## config.mk

```make
export PLATFORM = sky130hd
export DESIGN_NAME = rv_alu
export DESIGN_NICKNAME = d
export VERILOG_FILES = /design/src/logic/rv_core_pkg.sv /design/src/logic/rv_isa_pkg.sv /design/src/logic/rv_alu.sv
export SDC_FILE = /design/constraint.sdc
export NUM_CORES = 1
export LEC_CHECK = 0
export ABC_CLOCK_PERIOD_IN_PS = 9000
export BUFFER_PORTS_ARGS = -buffer_cell sky130_fd_sc_hd__buf_4
export CORE_ASPECT_RATIO = 1.2
export CORE_MARGIN = 8
export CORE_UTILIZATION = 35
export DETAILED_ROUTE_END_ITERATION = 12
export PLACE_DENSITY = 0.66
export SYNTH_ARGS = -nofsm -noshare
export SYNTH_HDL_FRONTEND = slang
export SYNTH_SLANG_ARGS = --single-unit
```

## constraint.sdc

```tcl
create_clock -name vclk -period 9
set_input_delay 0.9 -clock vclk [all_inputs]
set_output_delay 0.9 -clock vclk [all_outputs]
set_load 0.02 [all_outputs]
```

## src/logic/rv_core_pkg.sv

```systemverilog
// rv_lite core-internal types: alu operation, operand a select, store fsm state
package rv_core_pkg;

  // alu operation
  typedef enum logic [1:0] {
    alu_add,
    alu_sub,
    // lui passes the immediate straight through
    alu_pass_b
  } alu_op_e;

  // source of alu operand a
  typedef enum logic {
    opa_reg,
    // auipc adds to the pc
    opa_pc
  } opa_sel_e;

  // wishbone store master states
  typedef enum logic [1:0] {
    st_idle,
    st_wait,
    // ack taken, hold off until pc moves on
    st_done
  } store_state_e;

endpackage

```

## src/logic/rv_isa_pkg.sv

```systemverilog
// rv64i subset instruction-set facts: word types, opcodes and funct fields
package rv_isa_pkg;

  // data and address word
  typedef logic [63:0] xlen_t;
  // raw instruction word
  typedef logic [31:0] inst_t;
  // register index
  typedef logic [4:0]  reg_id_t;
  // wishbone byte lanes
  typedef logic [7:0]  wb_sel_t;
  // major opcode field
  typedef logic [6:0]  op_t;

  // major opcodes of the supported set
  localparam op_t op_imm    = 7'b0010011;
  localparam op_t op_reg    = 7'b0110011;
  localparam op_t op_lui    = 7'b0110111;
  localparam op_t op_auipc  = 7'b0010111;
  localparam op_t op_jal    = 7'b1101111;
  localparam op_t op_store  = 7'b0100011;
  localparam op_t op_system = 7'b1110011;

  // funct3 of addi, add and sub
  localparam logic [2:0] funct3_add = 3'b000;
  // funct3 of sd
  localparam logic [2:0] funct3_sd  = 3'b011;

  // funct7 splits add from sub
  localparam logic [6:0] funct7_add = 7'b0000000;
  localparam logic [6:0] funct7_sub = 7'b0100000;

  // ebreak is one fixed word, no fields
  localparam inst_t ebreak_word = 32'h0010_0073;

  localparam int num_regs = 32;

endpackage

```

## src/logic/rv_alu.sv

```systemverilog
// rv_lite alu: 64-bit add, subtract or pass operand b
`timescale 1ns/10ps

module rv_alu (
  input  rv_isa_pkg::xlen_t    a,
  input  rv_isa_pkg::xlen_t    b,
  input  rv_core_pkg::alu_op_e op,
  output rv_isa_pkg::xlen_t    result
);

  always_comb begin
    // results wrap mod 2^64, carry dropped
    case (op)
      rv_core_pkg::alu_add: begin
        result = a + b;
      end
      rv_core_pkg::alu_sub: begin
        result = a - b;
      end
      rv_core_pkg::alu_pass_b: begin
        // lui
        result = b;
      end
      default: begin
        result = a + b;
      end
    endcase
  end

endmodule

```

-- Word-level counts from Yosys, hierarchy flattened
Cells that the tools add are included.
- bitwise gates (word level): 0
- mux-type cells: 1
- reductions and logical operators: 0
- shift operators: 0
- multipliers: 0
- magnitude comparators: 0
- add/subtract/negate cells: 2
- div/mod/pow operators: 0
- equality and inequality tests: 2
- operators with widths (kind ; number):
    $pmux W64 S2 ; 1
    $add A64 B64 Y64 ; 1
    $sub A64 B64 Y64 ; 1
    $eq A2 B1 Y1 const B ; 1
    $eq A2 B2 Y1 const B ; 1
- bits in registers: 0
- bits in read-only memories: 0
- bits in latches: 0
- memories: 0
- bits in writable memories: 0
- output and inout bits: 64

-- Logic depth before layout (Yosys ltp)
- word-level depth: 2
- depth in mapped cells: 21
- gate-level depth less buffers: 21

-- Worst setup path after synthesis
No wires, ideal clock.
- path type: input to output
- start point: input port b[12]
- end point: output port result[62]
- data arrival time: 5.296 ns
- cell stages on the path: 18
- data required time: 8.100 ns
- setup slack: 2.804 ns
- cells stage by stage: or4_4 -> or3_4 -> nor2_4 -> nand3_2 -> or3_1 -> o41ai_1 -> xor2_1 -> ha_1 -> and4_1 -> and2_1 -> nand3_1 -> a221oi_1 -> o22ai_1 -> o41ai_2 -> a21oi_2 -> a21oi_1 -> nor3_1 -> nor3b_1
- cells in the longest elaborated chain, start to end: 2
- elaborated cells between the ends (all ways): 3
- those cells by class: 2 x add/sub; 1 x mux
- RTL lines (item ; RTL line ; RTL):
    start, declared ; rv_alu.sv:6 ; input rv_isa_pkg::xlen_t b,
    $add A64 B64 Y64 / $sub A64 B64 Y64 (equally long branches) ; rv_alu.sv:15, rv_alu.sv:25, rv_alu.sv:18 ;
    $pmux W64 S2 * ; rv_alu.sv:13 ; case (op)
    end, declared ; rv_alu.sv:8 ; output rv_isa_pkg::xlen_t result
Mark *: on every way between the ends. The rest lies on a longest branch, timed or not.

-- Final worst setup path
Ends and elaborated chain as after synthesis.

==> impl_metrics.py <==
metrics = {
    "run_status": {
        "status": "completed",
    },
    "routing": {
        "drt_iter0_drc": 529,
        "wl_per_cell_um": 17.9,
        "post_drt_via_cell_ratio": 5.67,
        "drtPass1Iterations": 5,
        "dr_total_vias": 7333,
        "ant_nets": 0,
        "routed_wl_um": 23200,
        "drc": 0,
    },
    "clock_tree": {
        "cts_hold_buffers": 0,
        "cts_resized": 0,
        "cts_setup_buffers": 0,
    },
    "place": {
        "gp_congestion": 0.938,
        "portBuffers": 194,
        "hpwl_um": 19700,
        "dp_slack_ns": 2.16,
    },
    "critical_path": {
        "critical_path_class": "input pin to output pin",
        "crit_path_start": "b[12]",
        "cp.arrival_ns": 5.98,
        "cp-start-kind": "input pin",
        "cp_max_fo": 7,
        "end_kind": "output pin",
        "crit_required_ns": 8.10,
    },
    "global_routing": {
        "globalRouteOverflowTotal": 0,
        "grt_pass1_wl_um": 36500,
        "grt_max_degree": 96,
        "antenna_found_initial": 0,
        "grt.total_usage_pct": 19.9,
        "grt_pass1_vias": 7118,
    },
    "timing": {
        "layout_setup_ws_ns": 2.12,
        "fin_crit_sh_pct": 76.5,
        "rsz0062_at_grt": "false",
        "min_period_ns": 6.88,
        "worst_pin_slew_ns": 0.937,
        "slew_viol_final": 0,
        "slew_headroom_pct": 37.5,
        "hold_violations": 0,
        "setup_violations": 0,
        "fin_hold_ws_ns": 2.10,
        "tns_ns": 0,
        "clock.fmax_ghz": 0.145,
    },
    "pwr": {
        "swShare_pct": 58.4,
        "share_comb_of_total_power_pct": 100.0,
        "p_total_mw": 0.843,
        "leakage_nw": 3.30,
        "ir_drop_v": 0.0000625,
        "power_switching_mw": 0.492,
        "power_frac_seq_pct": 0,
        "p_per_area_nw_per_um2": 113,
        "p_clk_share_pct": 0,
        "p_int_mw": 0.351,
    },
    "floorplan": {
        "initial_core_util_pct": 35.2,
        "io_pins": 194,
        "die_height_um": 160,
        "die_area_sq_um": 21900,
        "coreArea_sq_um": 17200,
        "fp.dieW_um": 136,
        "num_rows": 53,
    },
    "final_layout": {
        "nFlopsAndLatches": 0,
        "num_antenna_cells": 0,
        "area_delta_synth_final_pct": 22.9,
        "clkbuf_count": 0,
        "final_nets": 1270,
        "final_cell_mix": "197 x buf_4, 137 x a21oi_1, 104 x nor2_1, 80 x nand2_1, 64 x ha_1",
        "nFillCells": 1892,
        "layout-drive-gt1-share_pct": 21.3,
        "seq_area_sq_um": 0,
        "final_common_cell": "buf_4",
        "multi_input_area_sq_um": 5630,
    },
    "yosys": {
        "syn_area_sq_um": 6080,
        "syn_nets": 1128,
        "synth_area_per_cell_sq_um": 6.51,
        "synth_seq_area_share_pct": 0,
        "yosysWarnings": 0,
        "synth_cells": 933,
        "synth.distinct_cells": 80,
    },
    "job": {
        "drv_cap": 0,
    },
    "worst_hold_path": {
        "hp-start": "b[63]",
        "holdCritPathClass": "input pin to output pin",
    },
}
## Yosys cell counts, types with 8 or more instances
| library cell | count | area, sq um |
|---|---|---|
| a21oi_1 | 137 | 686 |
| nor2_1 | 105 | 394 |
| nand2_1 | 80 | 300 |
| ha_1 | 64 | 801 |
| xnor2_1 | 60 | 526 |
| xor2_1 | 55 | 482 |
| o21ai_0 | 47 | 235 |
| a21o_1 | 35 | 263 |
| nand4_1 | 29 | 181 |
| clkbuf_1 | 24 | 90.1 |
| inv_1 | 23 | 86.3 |
| o21bai_1 | 22 | 165 |
| o21ai_1 | 21 | 105 |
| nor3_1 | 20 | 100 |
| nand3_1 | 18 | 90.1 |
| o31ai_1 | 16 | 120 |
| or3_1 | 15 | 93.8 |
| buf_6 | 14 | 158 |
| a31oi_1 | 8 | 50.1 |
| and2_1 | 8 | 50.1 |
| buf_2 | 8 | 40.0 |
| nand2b_1 | 8 | 50.1 |
## layer usage
metal,global-route usage (%),up-vias,part of all wire [%]
li1,-,3690,-
met1,25.2,3351,43
met2,35.1,274,49
met3,3.22,18,7.4
met4,2.40,0,1.0
met5,0,-,0
## per-stage QoR
step / cells / util [%] / cell area [sq um]
2_1_floorplan: 933 / - / 6080
3_5_place_dp: 1293 / 43.3 / 7470
3_3_place_gp: 1293 / 43.3 / 7470
5_1_grt: 1293 / 43.3 / 7470
6_report: 1293 / 43.3 / 7470
4_1_cts: 1293 / 43.3 / 7470
## worst paths after layout
check,to,slack [ns],cells after the start
setup / recovery,result[62],2.12,20
hold / removal,result[63],2.10,3
## cell type report
class / count / share of cell area (%)
Tap cell: 220 / 3.69
Timing Repair Buffer: 197 / 19.8
Multi-Input combinational cell: 853 / 75.4
Inverter: 23 / 1.16
## kinds of logic after synthesis
kind of cell / Yosys count / synth area share [%]
AO/OA/AOI/OAI: 341 / 35.2
AND/OR/NAND/NOR: 331 / 27.0
XOR/XNOR: 115 / 16.6
buffers and inverters: 80 / 7.62
adder cells (fa/ha/maj): 65 / 13.5
multiplexers: 1 / 0.165
## critical path, cell delays in order
cell and delay [ns]:
buf_4 0.12, or4_4 0.54, or3_4 0.38, nor2_4 0.19, nand3_2 0.22, or3_1 0.40, o41ai_1 0.31, xor2_1 0.13
ha_1 0.42, and4_1 0.24, and2_1 0.15, nand3_1 0.10, a221oi_1 0.23, o22ai_1 0.19, o41ai_2 0.56, a21oi_2 0.17
a21oi_1 0.25, nor3_1 0.08, nor3b_1 0.21, buf_4 0.19
## power by group through the flow
stage,logic [mW],clock network (mW),registers [mW]
2_1_floorplan,0.567,0,0
3_3_place_gp,0.838,0,0
3_5_place_dp,0.837,0,0
4_1_cts,0.842,0,0
5_1_grt,0.917,0,0
6_report,0.843,0,0
Power figures use the tool's default switching activity.
