File: config.mk
export PLATFORM = sky130hd
export DESIGN_NAME = rv_regfile
export DESIGN_NICKNAME = d
export VERILOG_FILES = /design/src/logic/rv_isa_pkg.sv /design/src/logic/rv_regfile.sv
export SDC_FILE = /design/constraint.sdc
export NUM_CORES = 2
export LEC_CHECK = 0
export BUFFER_PORTS_ARGS = -buffer_cell sky130_fd_sc_hd__buf_2
export CORE_UTILIZATION = 60
export CTS_BUF_LIST = sky130_fd_sc_hd__clkbuf_8
export CTS_CLUSTER_DIAMETER = 200
export CTS_CLUSTER_SIZE = 14
export DETAILED_ROUTE_END_ITERATION = 12
export GPL_ROUTABILITY_DRIVEN = 0
export PLACE_DENSITY = 0.74
export SLEW_MARGIN = 20
export SYNTH_ARGS = -nofsm -noshare
export SYNTH_HDL_FRONTEND = slang
export SYNTH_SLANG_ARGS = --single-unit
export TNS_END_PERCENT = 30
File: constraint.sdc
create_clock -name clk -period 1.9 [get_ports clk]
set_input_delay 0 -clock clk [delete_from_list [all_inputs] [get_ports clk]]
set_output_delay 0 -clock clk [all_outputs]
set_load 0.03 [all_outputs]
File: src/logic/rv_isa_pkg.sv
// rv64i subset instruction-set facts: word types, opcodes and funct fields
package rv_isa_pkg;

  // data and address word
  typedef logic [63:0] xlen_t;
  // raw instruction word
  typedef logic [31:0] inst_t;
  // register index
  typedef logic [4:0]  reg_id_t;
  // wishbone byte lanes
  typedef logic [7:0]  wb_sel_t;
  // major opcode field
  typedef logic [6:0]  op_t;

  // major opcodes of the supported set
  localparam op_t op_imm    = 7'b0010011;
  localparam op_t op_reg    = 7'b0110011;
  localparam op_t op_lui    = 7'b0110111;
  localparam op_t op_auipc  = 7'b0010111;
  localparam op_t op_jal    = 7'b1101111;
  localparam op_t op_store  = 7'b0100011;
  localparam op_t op_system = 7'b1110011;

  // funct3 of addi, add and sub
  localparam logic [2:0] funct3_add = 3'b000;
  // funct3 of sd
  localparam logic [2:0] funct3_sd  = 3'b011;

  // funct7 splits add from sub
  localparam logic [6:0] funct7_add = 7'b0000000;
  localparam logic [6:0] funct7_sub = 7'b0100000;

  // ebreak is one fixed word, no fields
  localparam inst_t ebreak_word = 32'h0010_0073;

  localparam int num_regs = 32;

endpackage

File: src/logic/rv_regfile.sv
// rv_lite register file: 32 x 64-bit, two async read ports, one write port
`timescale 1ns/10ps

module rv_regfile (
  input  logic                clk,
  input  logic                arst_n,
  input  rv_isa_pkg::reg_id_t rs1,
  input  rv_isa_pkg::reg_id_t rs2,
  input  rv_isa_pkg::reg_id_t rd,
  input  rv_isa_pkg::xlen_t   wdata,
  input  logic                wen,
  output rv_isa_pkg::xlen_t   rdata_1,
  output rv_isa_pkg::xlen_t   rdata_2
);

  rv_isa_pkg::xlen_t regs [rv_isa_pkg::num_regs];

  // whole array cleared on reset
  always_ff @(posedge clk or negedge arst_n) begin
    if (!arst_n) begin
      for (int i = 0; i < rv_isa_pkg::num_regs; i++) begin
        regs[i] <= '0;
      end
    end else if (wen && rd != '0) begin
      // x0 is never written
      regs[rd] <= wdata;
    end
  end

  // combinational reads, x0 hardwired to zero
  assign rdata_1 = (rs1 == '0) ? '0 : regs[rs1];
  assign rdata_2 = (rs2 == '0) ? '0 : regs[rs2];

endmodule

Yosys cells after proc, flatten, opt, wreduce, memory -nomap -nowiden

Index checks and enable logic that the tools add are counted.

Bits in registers: 2,048
Bits of input ports: 82
Output and inout port bits: 128
Word-level logic and storage cells: 55

Magnitude comparators: 4
Mux-type cells: 11
Bitwise operators: 3
Reductions and logical operators: 5

Operators by type and width:

| operator                                                              | count |
|---|---|
| 2048-bit bitwise mux                                                  | 1 |
| 64-bit binary-select mux with 5-bit select                            | 2 |
| 64-bit two-way mux                                                    | 7 |
| 64-bit demux with 5-bit select                                        | 1 |
| 6-bit greater-or-equal comparator (second input constant)             | 3 |
| 5-bit inverter with 6-bit output                                      | 3 |
| 5-bit logical NOT                                                     | 2 |
| 6-bit by 1-bit < comparator with 1-bit output (second input constant) | 1 |
| 5-bit nonzero test                                                    | 1 |
| 1-bit logical AND                                                     | 2 |

Logic depth before layout (Yosys ltp)

Depth in word-level cells: 6
Depth in mapped cells: 10
Gate-level depth less buffers: 4

Least setup slack after synthesis

No wires, ideal clock.

Path type: input to output
Start: input rs2[1]
End: output rdata_2[39]
Arrival: 2,650 ps
Data required time: 1,900 ps
Slack: -750 ps
Stages: 7
Path buffers: 3
Cells stage by stage: buf_4 -> buf_2 -> or2_2 -> clkbuf_1 -> o22ai_1 -> nor4_1 -> a2111oi_0

Word-level cells in the longest chain between the ends: 5
Elaborated cells on any way between the ends: 6
Those cells by class: mux: 4; bitwise: 1; reduce/logical: 1

RTL lines:

| what                                                   | line             | source |
|---|---|---|
| from (decl)                                            | rv_regfile.sv:8  | `input rv_isa_pkg::reg_id_t rs2,` |
| 5-bit inverter with 6-bit output (not written as such) | rv_regfile.sv:32 | `assign rdata_2 = (rs2 == '0) ? '0 : regs[rs2];` |
| 64-bit binary-select mux with 5-bit select             | rv_regfile.sv:32 |  |
| 64-bit two-way mux (not written as such) (2 in a row)  | rv_regfile.sv:32 |  |
| 64-bit two-way mux *                                   | rv_regfile.sv:32 |  |
| to (decl)                                              | rv_regfile.sv:13 | `output rv_isa_pkg::xlen_t rdata_2` |

Every way passes the cells marked *; elsewhere a longest branch is shown, timed or not. The select of a mux whose other input is x is not followed.

Worst setup path after layout

Start: register regs[1298] in the netlist's numbering
End: output rdata_1[18]

Word-level cells in the longest chain between the ends: 4

RTL lines:

| what                                                  | line             | source |
|---|---|---|
| from (decl)                                           | rv_regfile.sv:16 | `rv_isa_pkg::xlen_t regs [rv_isa_pkg::num_regs];` |
| from (signal, indexed assignment)                     | rv_regfile.sv:26 | `regs[rd] <= wdata;` |
| 64-bit binary-select mux with 5-bit select            | rv_regfile.sv:31 | `assign rdata_1 = (rs1 == '0) ? '0 : regs[rs1];` |
| 64-bit two-way mux (not written as such) (2 in a row) | rv_regfile.sv:31 |  |
| 64-bit two-way mux                                    | rv_regfile.sv:31 |  |
| to (decl)                                             | rv_regfile.sv:12 | `output rv_isa_pkg::xlen_t rdata_1,` |

No other way between the ends. The select of a mux whose other input is x is not followed.

==> summary.txt <==
Route
  • Via count: 70,000
  • 1st-iter DRT viols: 7,673
  • Final ANT Viol Nets: 0
  • First-pass DRT Iterations: 5
  • Final WL: 336,000 um
  • Drt drc: 0
  • Routed len/inst: 34.4 um
  • Vias per cell: 7.18

Die
  • Row count: 155
  • Die footprint: 0.182 mm^2
  • Die extent in y: between 400 and 500 um
  • Total core area: 0.179 mm^2
  • Die X: around 430 um
  • Starting Density: 0.606
  • # IOs: 210

Critical path
  • Worst r2r src: regs[1407]
  • Capturing point of the worst reg2reg path: regs[1407]
  • Slowest CP cell: mux4_2
  • Startpoint Class: flop
  • CP most frequent cell: mux4_2
  • Slowest stage delay, CP: 0.48 ns
  • CP Cell Sequence: mux4_2 > mux4_2 > mux2_4 > buf_6
  • Crit Path Max Fanout: 2
  • Worst Setup Path Type: reg2out
  • Critical Path Stages: 4
  • Top Family by Delay on Critical Path: multiplexers
  • CP Capture Type: primary output
  • CP Buf/Inv Count: 1
  • Reg2Reg Depth: 3
  • Crit path DAT: ~2.9 ns
  • Worst endpoint required time: 1.90 ns
  • R2r setup slk: 0.87 ns

Yosys
  • Mux cell area share after synthesis: 0.459
  • Cell variety after synth: 48
  • Avg Cell Area, Syn: 15.6 um^2
  • Post-Syn Instances: 6,963
  • Synth Area in Simple Gates: 0.0141
  • Asr flop ratio synth: 1.00
  • Main combinational cell family by area after synthesis: multiplexers
  • Number of synthesized flops with an enable pin: 0
  • Mapped cell area: about 0.11 mm^2
  • Xor and xnor area share after synthesis: 0
  • Synth Net Count: approximately 7,000
  • Ys Warns: 0
  • Post-synthesis compound-gate area fraction: 0.0214
  • Synth Register Bits: 2,048
  • Adder-cell share of the synthesized area: 0
  • Post-synthesis sequential area ratio: 0.473
  • Most used DFF post-synth: dfrtp_1

Timing
  • Crit path time final: 2.89 ns
  • Fin. Hold Viols: 0
  • Slew @ Worst Pin: 0.985 ns
  • Final clock skew: 0 ns
  • RSZ-0062 raised after global routing: true
  • Final worst slack: -0.988 ns
  • F_max: 346 MHz
  • Worst slew margin: 0.341
  • Fin crit share: 1.52
  • Fin. max-slew vios: 0
  • Endpoints failing setup: 128

Min path
  • Hold Path Depth: 3
  • Worst Hold Path EP: regs[994]
  • Hold Crit Start: wdata[34]
  • Hold Crit Class: in2reg

CTS
  • Clock Sink Count: 2,048
  • CTS root buf: clkbuf_8
  • Clock Latency Late Sink: 1.00 ns
  • H-tree levels: 4
  • CTS tree: built
  • TritonCTS Buffers: ~160
  • Max clock buf depth: 3
  • Clk slew on worst S/H paths: between 0.1 and 0.15 ns

Cells and area
  • Share of cells above drive strength 1: 0.585
  • Most flops, register: regs
  • Final Net Count: between 7,000 and 8,000
  • Fin util: 0.689
  • Synth-to-Final Area Change: 13.8%
  • Most common cell after layout, fill and taps aside: dfrtp_1
  • Cell area after layout: 0.123 mm^2
  • Max reg flops: 2,048
  • Largest registers: regs x2048
  • Most frequent cells in the layout: dfrtp_1 (2,048), mux2_2 (1,992), mux4_2 (968), buf_4 (507), mux2i_1 (487)

Pwr
  • Leakage power: between 50 and 60 nW
  • Clock power frac: 0.203
  • Peak supply drop: 0.873 mV
  • Pwr Total: 112 mW
  • Internal: 78.3 mW
  • Net Sw Frac: 0.299
  • Comb pwr share: 0.277
  • PD cells: between 900 and 1000 mW/mm^2
  • Net Switching: 33.4 mW
  • Part of the power in registers: 0.520

Status
  • Status: finished with violations
  • Failing checks: setup timing

Place
  • Cell area after placement: between 0.1 and 0.15 mm^2
  • PortBufs: 209
  • HPWL Detailed: 216,000 um

Global routing
  • Initial antenna violation count: 15
  • Largest net degree at the start of global routing: 124
  • Gr usage total: 0.374
  • Vias in the first global route: 72,700
  • First-pass GRT wire length: 496,000 um
  • GRT Residual Overflow: 0

Flow run
  • Max Cap Viol: 0
-- routing by layer --
metal	wire, um	part of all wire	vias to the layer above	track usage
met5	32	0.000095	-	0
met4	17800	0.053	4	0.182
met3	26300	0.078	866	0.0705
met2	160000	0.48	3473	0.583
met1	131000	0.39	38100	0.510
li1	-	-	27600	-
-- worst register-to-register path: stages, from the launching register on --
cell and delay [ns]:
dfrtp_1 0.42, buf_4 0.14, buf_4 0.12, mux2_2 0.25
-- metrics by stage --
stage	cells	hold WS, ns	setup slack, ns	TNS [ns]
final	9757	0.154	-0.988	-96.18
after global placement	9414	-0.0559	-0.667	-41.54
after global routing	9752	0.156	-1.09	-106.99
after floorplan	6963	-0.296	-0.308	-1.65
after detailed placement	9414	-0.0568	-0.704	-40.69
after CTS	9720	0.0457	-1.13	-109.01
-- power by group through the flow --
stage                     sequential [mW]  clock, mW  combinational (mW)
after CTS                            57.7       23.1                30.4
after global placement               57.8          0                27.8
after floorplan                      56.3          0                21.3
after global routing                 59.0       24.5                32.7
after detailed placement             58.6          0                28.7
final                                58.1       22.7                31.0
-- cells by family (layout without fill, tap and decap cells) --
kind of cell,Yosys count,count (layout)
muxes,3510,3510
DFF,2048,2048
buffers and inverters,807,1233
AOI/OAI and AO/OA,328,328
and+or+nand+nor,270,270
other,0,13
-- cell usage after synthesis (all sizes together), types with 14 or more instances --
library cell  instances  area share
mux2               2022        0.21
clkbuf              434       0.015
o22a                 17      0.0014
mux2i               520       0.048
dfrtp              2048        0.47
a22oi                26      0.0018
o22ai               182       0.011
buf                 373       0.018
nand2b               14     0.00081
or2                  74      0.0043
nand2                40      0.0014
nor2b                39      0.0023
a211oi               14     0.00097
mux4                968        0.20
nor2                 31      0.0011
nor3                 21      0.0012
-- worst max-delay path by stage --
stage	startpoint	endpoint	slack, ns
2_1_floorplan	rs1[0]	rdata_1[13]	-0.31
3_3_place_gp	rs1[1]	rdata_1[24]	-0.67
3_5_place_dp	rs1[2]	rdata_1[28]	-0.70
4_1_cts	regs[1911]	rdata_2[55]	-1.13
5_1_grt	regs[1079]	rdata_2[55]	-1.09
6_report	regs[1298]	rdata_1[18]	-0.99
-- final cells by class --
type	count	area, um^2
fill	12000	55600
multi-input combinational	4108	54900
sequential	2048	51200
timing repair buffer	1054	11800
tap	2355	2950
clock buffer	168	2310
clock inverter	11	93.8
antenna	13	32.5
-- repair_timing --
item,CTS,global route
buffers inserted,55,28
pin swaps,97,62
hold buffers,76,0
endpoints found under the setup margin,128,191
hold endpoints to repair,4032,0
resized for setup,323,113
gates cloned,0,0
Note: power is estimated with default switching activity, not from simulation.
