<file path="config.mk">
export PLATFORM = sky130hd
export DESIGN_NAME = rv_decoder
export DESIGN_NICKNAME = d
export VERILOG_FILES = /design/src/logic/rv_core_pkg.sv /design/src/logic/rv_isa_pkg.sv /design/src/logic/rv_decoder.sv
export SDC_FILE = /design/constraint.sdc
export NUM_CORES = 1
export LEC_CHECK = 0
export ABC_AREA = 1
export BUFFER_PORTS_ARGS = -buffer_cell sky130_fd_sc_hd__clkbuf_2
export CORE_ASPECT_RATIO = 0.5
export CORE_MARGIN = 5
export CORE_UTILIZATION = 30
export DETAILED_ROUTE_END_ITERATION = 7
export PLACE_DENSITY = 0.7
export SLEW_MARGIN = 20
export SYNTH_ARGS = -nofsm -noshare
export SYNTH_HDL_FRONTEND = slang
export SYNTH_SLANG_ARGS = --single-unit
export TNS_END_PERCENT = 30
</file>
<file path="constraint.sdc">
create_clock -name vclk -period 1.65
set_input_delay 0.0825 -clock vclk [all_inputs]
set_output_delay 0.0825 -clock vclk [all_outputs]
set_load 0.03 [all_outputs]
</file>
<file path="src/logic/rv_core_pkg.sv">
// rv_lite core-internal types: alu operation, operand a select, store fsm state
package rv_core_pkg;

  // alu operation
  typedef enum logic [1:0] {
    alu_add,
    alu_sub,
    // lui passes the immediate straight through
    alu_pass_b
  } alu_op_e;

  // source of alu operand a
  typedef enum logic {
    opa_reg,
    // auipc adds to the pc
    opa_pc
  } opa_sel_e;

  // wishbone store master states
  typedef enum logic [1:0] {
    st_idle,
    st_wait,
    // ack taken, hold off until pc moves on
    st_done
  } store_state_e;

endpackage

</file>
<file path="src/logic/rv_isa_pkg.sv">
// rv64i subset instruction-set facts: word types, opcodes and funct fields
package rv_isa_pkg;

  // data and address word
  typedef logic [63:0] xlen_t;
  // raw instruction word
  typedef logic [31:0] inst_t;
  // register index
  typedef logic [4:0]  reg_id_t;
  // wishbone byte lanes
  typedef logic [7:0]  wb_sel_t;
  // major opcode field
  typedef logic [6:0]  op_t;

  // major opcodes of the supported set
  localparam op_t op_imm    = 7'b0010011;
  localparam op_t op_reg    = 7'b0110011;
  localparam op_t op_lui    = 7'b0110111;
  localparam op_t op_auipc  = 7'b0010111;
  localparam op_t op_jal    = 7'b1101111;
  localparam op_t op_store  = 7'b0100011;
  localparam op_t op_system = 7'b1110011;

  // funct3 of addi, add and sub
  localparam logic [2:0] funct3_add = 3'b000;
  // funct3 of sd
  localparam logic [2:0] funct3_sd  = 3'b011;

  // funct7 splits add from sub
  localparam logic [6:0] funct7_add = 7'b0000000;
  localparam logic [6:0] funct7_sub = 7'b0100000;

  // ebreak is one fixed word, no fields
  localparam inst_t ebreak_word = 32'h0010_0073;

  localparam int num_regs = 32;

endpackage

</file>
<file path="src/logic/rv_decoder.sv">
// rv_lite decoder: splits the instruction, builds the immediate, raises controls
`timescale 1ns/10ps

module rv_decoder (
  input  rv_isa_pkg::inst_t     inst,
  output rv_isa_pkg::reg_id_t   rd,
  output rv_isa_pkg::reg_id_t   rs1,
  output rv_isa_pkg::reg_id_t   rs2,
  output rv_isa_pkg::xlen_t     imm,
  output logic                  use_imm,
  output rv_core_pkg::opa_sel_e opa_sel,
  output rv_core_pkg::alu_op_e  alu_op,
  output logic                  reg_wen,
  output logic                  is_store,
  output logic                  is_jal,
  output logic                  is_ebreak,
  output logic                  is_illegal
);

  rv_isa_pkg::op_t   opcode;
  logic [2:0]        funct3;
  logic [6:0]        funct7;
  rv_isa_pkg::xlen_t imm_i;
  rv_isa_pkg::xlen_t imm_s;
  rv_isa_pkg::xlen_t imm_u;
  rv_isa_pkg::xlen_t imm_j;

  // fixed field positions
  assign opcode = inst[6:0];
  assign rd     = inst[11:7];
  assign funct3 = inst[14:12];
  assign rs1    = inst[19:15];
  assign rs2    = inst[24:20];
  assign funct7 = inst[31:25];

  // all immediates sign-extend from bit 31
  assign imm_i = {{52{inst[31]}}, inst[31:20]};
  assign imm_s = {{52{inst[31]}}, inst[31:25], inst[11:7]};
  assign imm_u = {{32{inst[31]}}, inst[31:12], 12'b0};
  // jal offset, scrambled bits, lsb always zero
  assign imm_j = {{43{inst[31]}}, inst[31], inst[19:12], inst[20], inst[30:21], 1'b0};

  always_comb begin
    // defaults: nothing written, nothing stored
    imm        = '0;
    use_imm    = 1'b0;
    opa_sel    = rv_core_pkg::opa_reg;
    alu_op     = rv_core_pkg::alu_add;
    reg_wen    = 1'b0;
    is_store   = 1'b0;
    is_jal     = 1'b0;
    is_ebreak  = 1'b0;
    is_illegal = 1'b0;
    case (opcode)
      rv_isa_pkg::op_imm: begin
        // only addi out of the op-imm group
        if (funct3 == rv_isa_pkg::funct3_add) begin
          imm     = imm_i;
          use_imm = 1'b1;
          reg_wen = 1'b1;
        end else begin
          is_illegal = 1'b1;
        end
      end
      rv_isa_pkg::op_reg: begin
        if (funct3 == rv_isa_pkg::funct3_add && funct7 == rv_isa_pkg::funct7_add) begin
          reg_wen = 1'b1;
        end else if (funct3 == rv_isa_pkg::funct3_add &&
                     funct7 == rv_isa_pkg::funct7_sub) begin
          alu_op  = rv_core_pkg::alu_sub;
          reg_wen = 1'b1;
        end else begin
          is_illegal = 1'b1;
        end
      end
      rv_isa_pkg::op_lui: begin
        imm     = imm_u;
        use_imm = 1'b1;
        alu_op  = rv_core_pkg::alu_pass_b;
        reg_wen = 1'b1;
      end
      rv_isa_pkg::op_auipc: begin
        imm     = imm_u;
        use_imm = 1'b1;
        opa_sel = rv_core_pkg::opa_pc;
        reg_wen = 1'b1;
      end
      rv_isa_pkg::op_jal: begin
        // imm feeds the pc target, link comes from pc + 4 in the top
        imm     = imm_j;
        is_jal  = 1'b1;
        reg_wen = 1'b1;
      end
      rv_isa_pkg::op_store: begin
        // alu forms rs1 + offset, rs2 is the data
        if (funct3 == rv_isa_pkg::funct3_sd) begin
          imm      = imm_s;
          use_imm  = 1'b1;
          is_store = 1'b1;
        end else begin
          is_illegal = 1'b1;
        end
      end
      rv_isa_pkg::op_system: begin
        if (inst == rv_isa_pkg::ebreak_word) begin
          is_ebreak = 1'b1;
        end else begin
          is_illegal = 1'b1;
        end
      end
      default: begin
        is_illegal = 1'b1;
      end
    endcase
  end

endmodule

</file>
Word-level counts from Yosys, hierarchy flattened
Index checks and enable logic that the tools add are counted.
{"block": "totals", "output_inout_bits": 88, "inputBits": 32, "register_bits": 0, "word_cells": 39}
{"block": "op_classes", "reduce_logical": 6, "mux": 23, "n_eq_ne": 10}
{"op": "$pmux W64 S4", "count": 1}
{"op": "$mux W64", "count": 2}
{"op": "$eq A32 B21 Y1 const B", "count": 1}
{"op": "$eq A7 B6 Y1 const B", "count": 4}
{"op": "$mux W1", "count": 16}
{"op": "$eq A7 B5 Y1 const B", "count": 2}
{"op": "$eq A7 B7 Y1 const B", "count": 2}
{"op": "$logic_not A7 Y1", "count": 1}
{"op": "$pmux W1 S3", "count": 2}
{"op": "$pmux W1 S5", "count": 1}
{"op": "$pmux W2 S2", "count": 1}
{"op": "$eq A3 B2 Y1 const B", "count": 1}
{"op": "$logic_not A3 Y1", "count": 1}
{"op": "$reduce_or A3 Y1", "count": 1}
{"op": "$logic_and A1 B1 Y1", "count": 2}
{"op": "$reduce_or A2 Y1", "count": 1}

Longest topological paths before layout
{"block": "depth", "depth_word": 5, "mapped_depth": 10, "mapped_depth_nobuf": 9}

Least setup slack after synthesis
Ideal clock, no wire load.
{"block": "synth_timing", "path_type": "input -> output", "start": "input port inst[2]", "end": "output port imm[32]", "n_path_buf": 1, "required_time_ns": 1.567, "cell_stages": 10, "path_slack_ns": -0.230, "arrival_ns": 1.797, "cell_sequence": "inv_2 nand2_2 nor2_8 nand2_4 nor2_8 nand2_1 nand2_1 inv_1 nand2_1 buf_4"}
{"block": "synth_via", "elab_chain_len": 3, "elab_cells_between_ends": 7, "classes_between": "eq/ne (5); mux (1); reduce/logical (1)"}
{"element": "from (decl)", "line_no": "rv_decoder.sv:5", "source": "input rv_isa_pkg::inst_t inst,"}
{"element": "$eq A7 B5 Y1 / $eq A7 B6 Y1 (equally long branches)", "line_no": "rv_decoder.sv:54", "source": "case (opcode)"}
{"element": "$reduce_or A2 Y1 (no source line)"}
{"element": "$pmux W64 S4 (*)", "line_no": "rv_decoder.sv:54"}
{"element": "to (decl)", "line_no": "rv_decoder.sv:9", "source": "output rv_isa_pkg::xlen_t imm,"}
Mark *: on every way between the ends. The rest lies on a longest branch, timed or not.

Worst setup path in the final report
{"block": "layout_timing", "start": "input port inst[14]", "end": "output port imm[43]"}
{"block": "layout_via", "elab_chain_len": 3, "elab_cells_between_ends": 5, "classes_between": "eq/ne (1); mux (3); reduce/logical (1)"}
{"element": "$eq A3 B2 Y1 / $logic_not A3 Y1 (equally long branches)", "line_no": "rv_decoder.sv:96, rv_decoder.sv:57"}
{"element": "$mux W64 (on tied branches)", "line_no": "rv_decoder.sv:96, rv_decoder.sv:57"}
{"element": "$pmux W64 S4 (*)", "line_no": "rv_decoder.sv:54"}
Marks and branches as above.

==> metrics.yaml <==
status:
  status: "completed"
placement:
  gp_congestion: 0.808
  dp.cells: 337
  pre_cts_ws_ps: 191
  place.port_buffers: 120
  dp_hpwl_mm: 3.20
synth:
  syn-num-nets: 243
  seq_area_frac_synth: 0
  yosysTopAreaCellShare: 0.299
  syn_avg_cell_area_um2: 5.59
  syn_area_mm2: 0.00118
  synth_area_leaders: "buf_4, nand2_1, nor2_1"
  yosysWarnings: 0
  syn_inst: 211
  ys_types: 19
  yosys.area.top_type: "buf_4"
worst_setup_path:
  critPathArrivalTime_ps: 1370
  endpoint_kind: "output port"
  cp-start-kind: "primary input"
  crit_type: "in -> out"
  worstPathRequired_ps: 1570
  cp_max_fo: 33
detailed_routing:
  vias: 1417
  drt-total-wl_mm: 3.56
  viasPerCell: 4.20
  first_iter_violations: 88
  ant_nets: 0
  drtPass1Iterations: 4
  wl_per_cell_um: 10.6
  drc: 0
die:
  die_w_um: 98.6
  die_area_mm2: 0.00536
  fp.dieH_um: 54.3
  rows: 16
  start_util: 0.307
  ios: 120
  coreArea_mm2: 0.00384
sta:
  worstMarginPinSlew_ps: 349
  tns_ps: 0
  slew_violations: 0
  fmax_ghz: 0.689
  setup_ws_ps: 198
  max-slew-margin-rel: 0.767
  hold_violations: 0
  final.min_clock_period_ps: 1450
  rsz0062_at_grt: "false"
  setup_violations: 0
  fin_crit_sh: 0.880
global_routing:
  use_met1: 0.143
  grt_usage: 0.117
  grt_pass1_vias: 1246
  grt_util_met3: 0.00763
  overflow: 0
  grt.busiest_layer: "met2"
  antenna_found_initial: 0
  grt_first_pass_wirelength_mm: 5.38
  grt_use_met2: 0.243
  grt_max_degree: 34
cts:
  cts_setup_buffers: 0
  hold_buffers: 0
  cts-resized-gates: 0
run:
  max_cap_violations: 0
power_and_ir_drop:
  power.leakage_nw: 1.14
  irDropWorstVdd_mv: 0.0698
  power_density_mw_per_mm2: 156
cells_and_area:
  drive_gt1_frac: 0.576
  clkbuf_count: 0
  fin_nets: 317
  diodes: 0
  final-seq-area_um2: 0
  fin_util: 0.388
  area_delta_synth_final_pct: 26.6
  final_cells: 337
  seq_cells: 0
  nFillCells: 438
hold_path:
  hp-start: "inst[19]"
  min_to: "rs1[4]"
  hold_depth: 2
  hp-class: "in -> out"
cell type report:
type | count | area [um^2] | share of cell area
multi-input combinational | 140 | 714 | 0.479
inverter | 20 | 75.1 | 0.0503
tap | 54 | 67.6 | 0.0453
timing repair buffer | 123 | 636 | 0.426
worst max-delay path by stage:
stage	start	end	slack [ps]	cells after the start
2_1_floorplan	inst[2]	imm[32]	90	10
3_3_place_gp	inst[14]	imm[53]	240	10
3_5_place_dp	inst[14]	imm[43]	190	10
4_1_cts	inst[14]	imm[43]	190	10
5_1_grt	inst[14]	imm[36]	40	10
6_report	inst[14]	imm[43]	200	10
worst max-delay path: stages:
cell and delay, ps:
clkbuf_2 100, inv_2 50, nand3_1 250, nor2_8 250
nand2_1 90, nand2_1 60, inv_1 40, nand2_2 60
buf_12 160, clkbuf_2 220
cells in the mapped netlist:
cell and number:
o211ai_1 1, nor3_1 1, nand2_2 9, buf_4 47
nand3b_1 2, nand2_1 63, nand3_1 9, nand4_1 2
o21ai_0 1, nor2_1 32, nor2_4 2, buf_6 3
nor2_2 4, inv_2 10, nand2_4 1, nor2_8 2
nand3_2 11, inv_1 10, buf_2 1
layout by cell type, fill, tap and decap left out, types with 2 or more instances in the layout:
cell,Yosys,layout
nand4_1,2,2
nor2_2,4,4
nand3_1,9,9
nand3_2,11,11
clkbuf_2,0,120
inv_1,10,10
nor2_8,2,2
nand2_1,63,62
nand2_2,9,10
nor2_4,2,2
inv_2,10,10
buf_4,47,2
nand3b_1,2,2
nor2_1,32,32
kinds of logic (layout without fill, tap and decap cells):
family | count (synthesis) | count (layout) | synth area share
compound gates | 2 | 2 | 0.0106
simple gates | 138 | 138 | 0.593
buf+inv | 71 | 143 | 0.396
metrics by stage:
step,hold WS (ps),area [um^2],total power [mW]
6_report,438,1490,0.233
5_1_grt,447,1490,0.252
4_1_cts,440,1490,0.235
3_5_place_dp,440,1490,0.234
3_3_place_gp,439,1490,0.231
2_1_floorplan,297,1180,0.172
per-layer routing:
layer / routed length, um / part of all wire
met5: 0 / 0
met4: 16 / 0.0045
met3: 168 / 0.047
met2: 1970 / 0.55
met1: 1410 / 0.40
where the power goes:
group	internal [mW]	switching, mW	total (mW)
registers	0	0	0
clock network	0	0	0
logic	0.0703	0.163	0.233
Note: power is estimated with default switching activity, not from simulation.
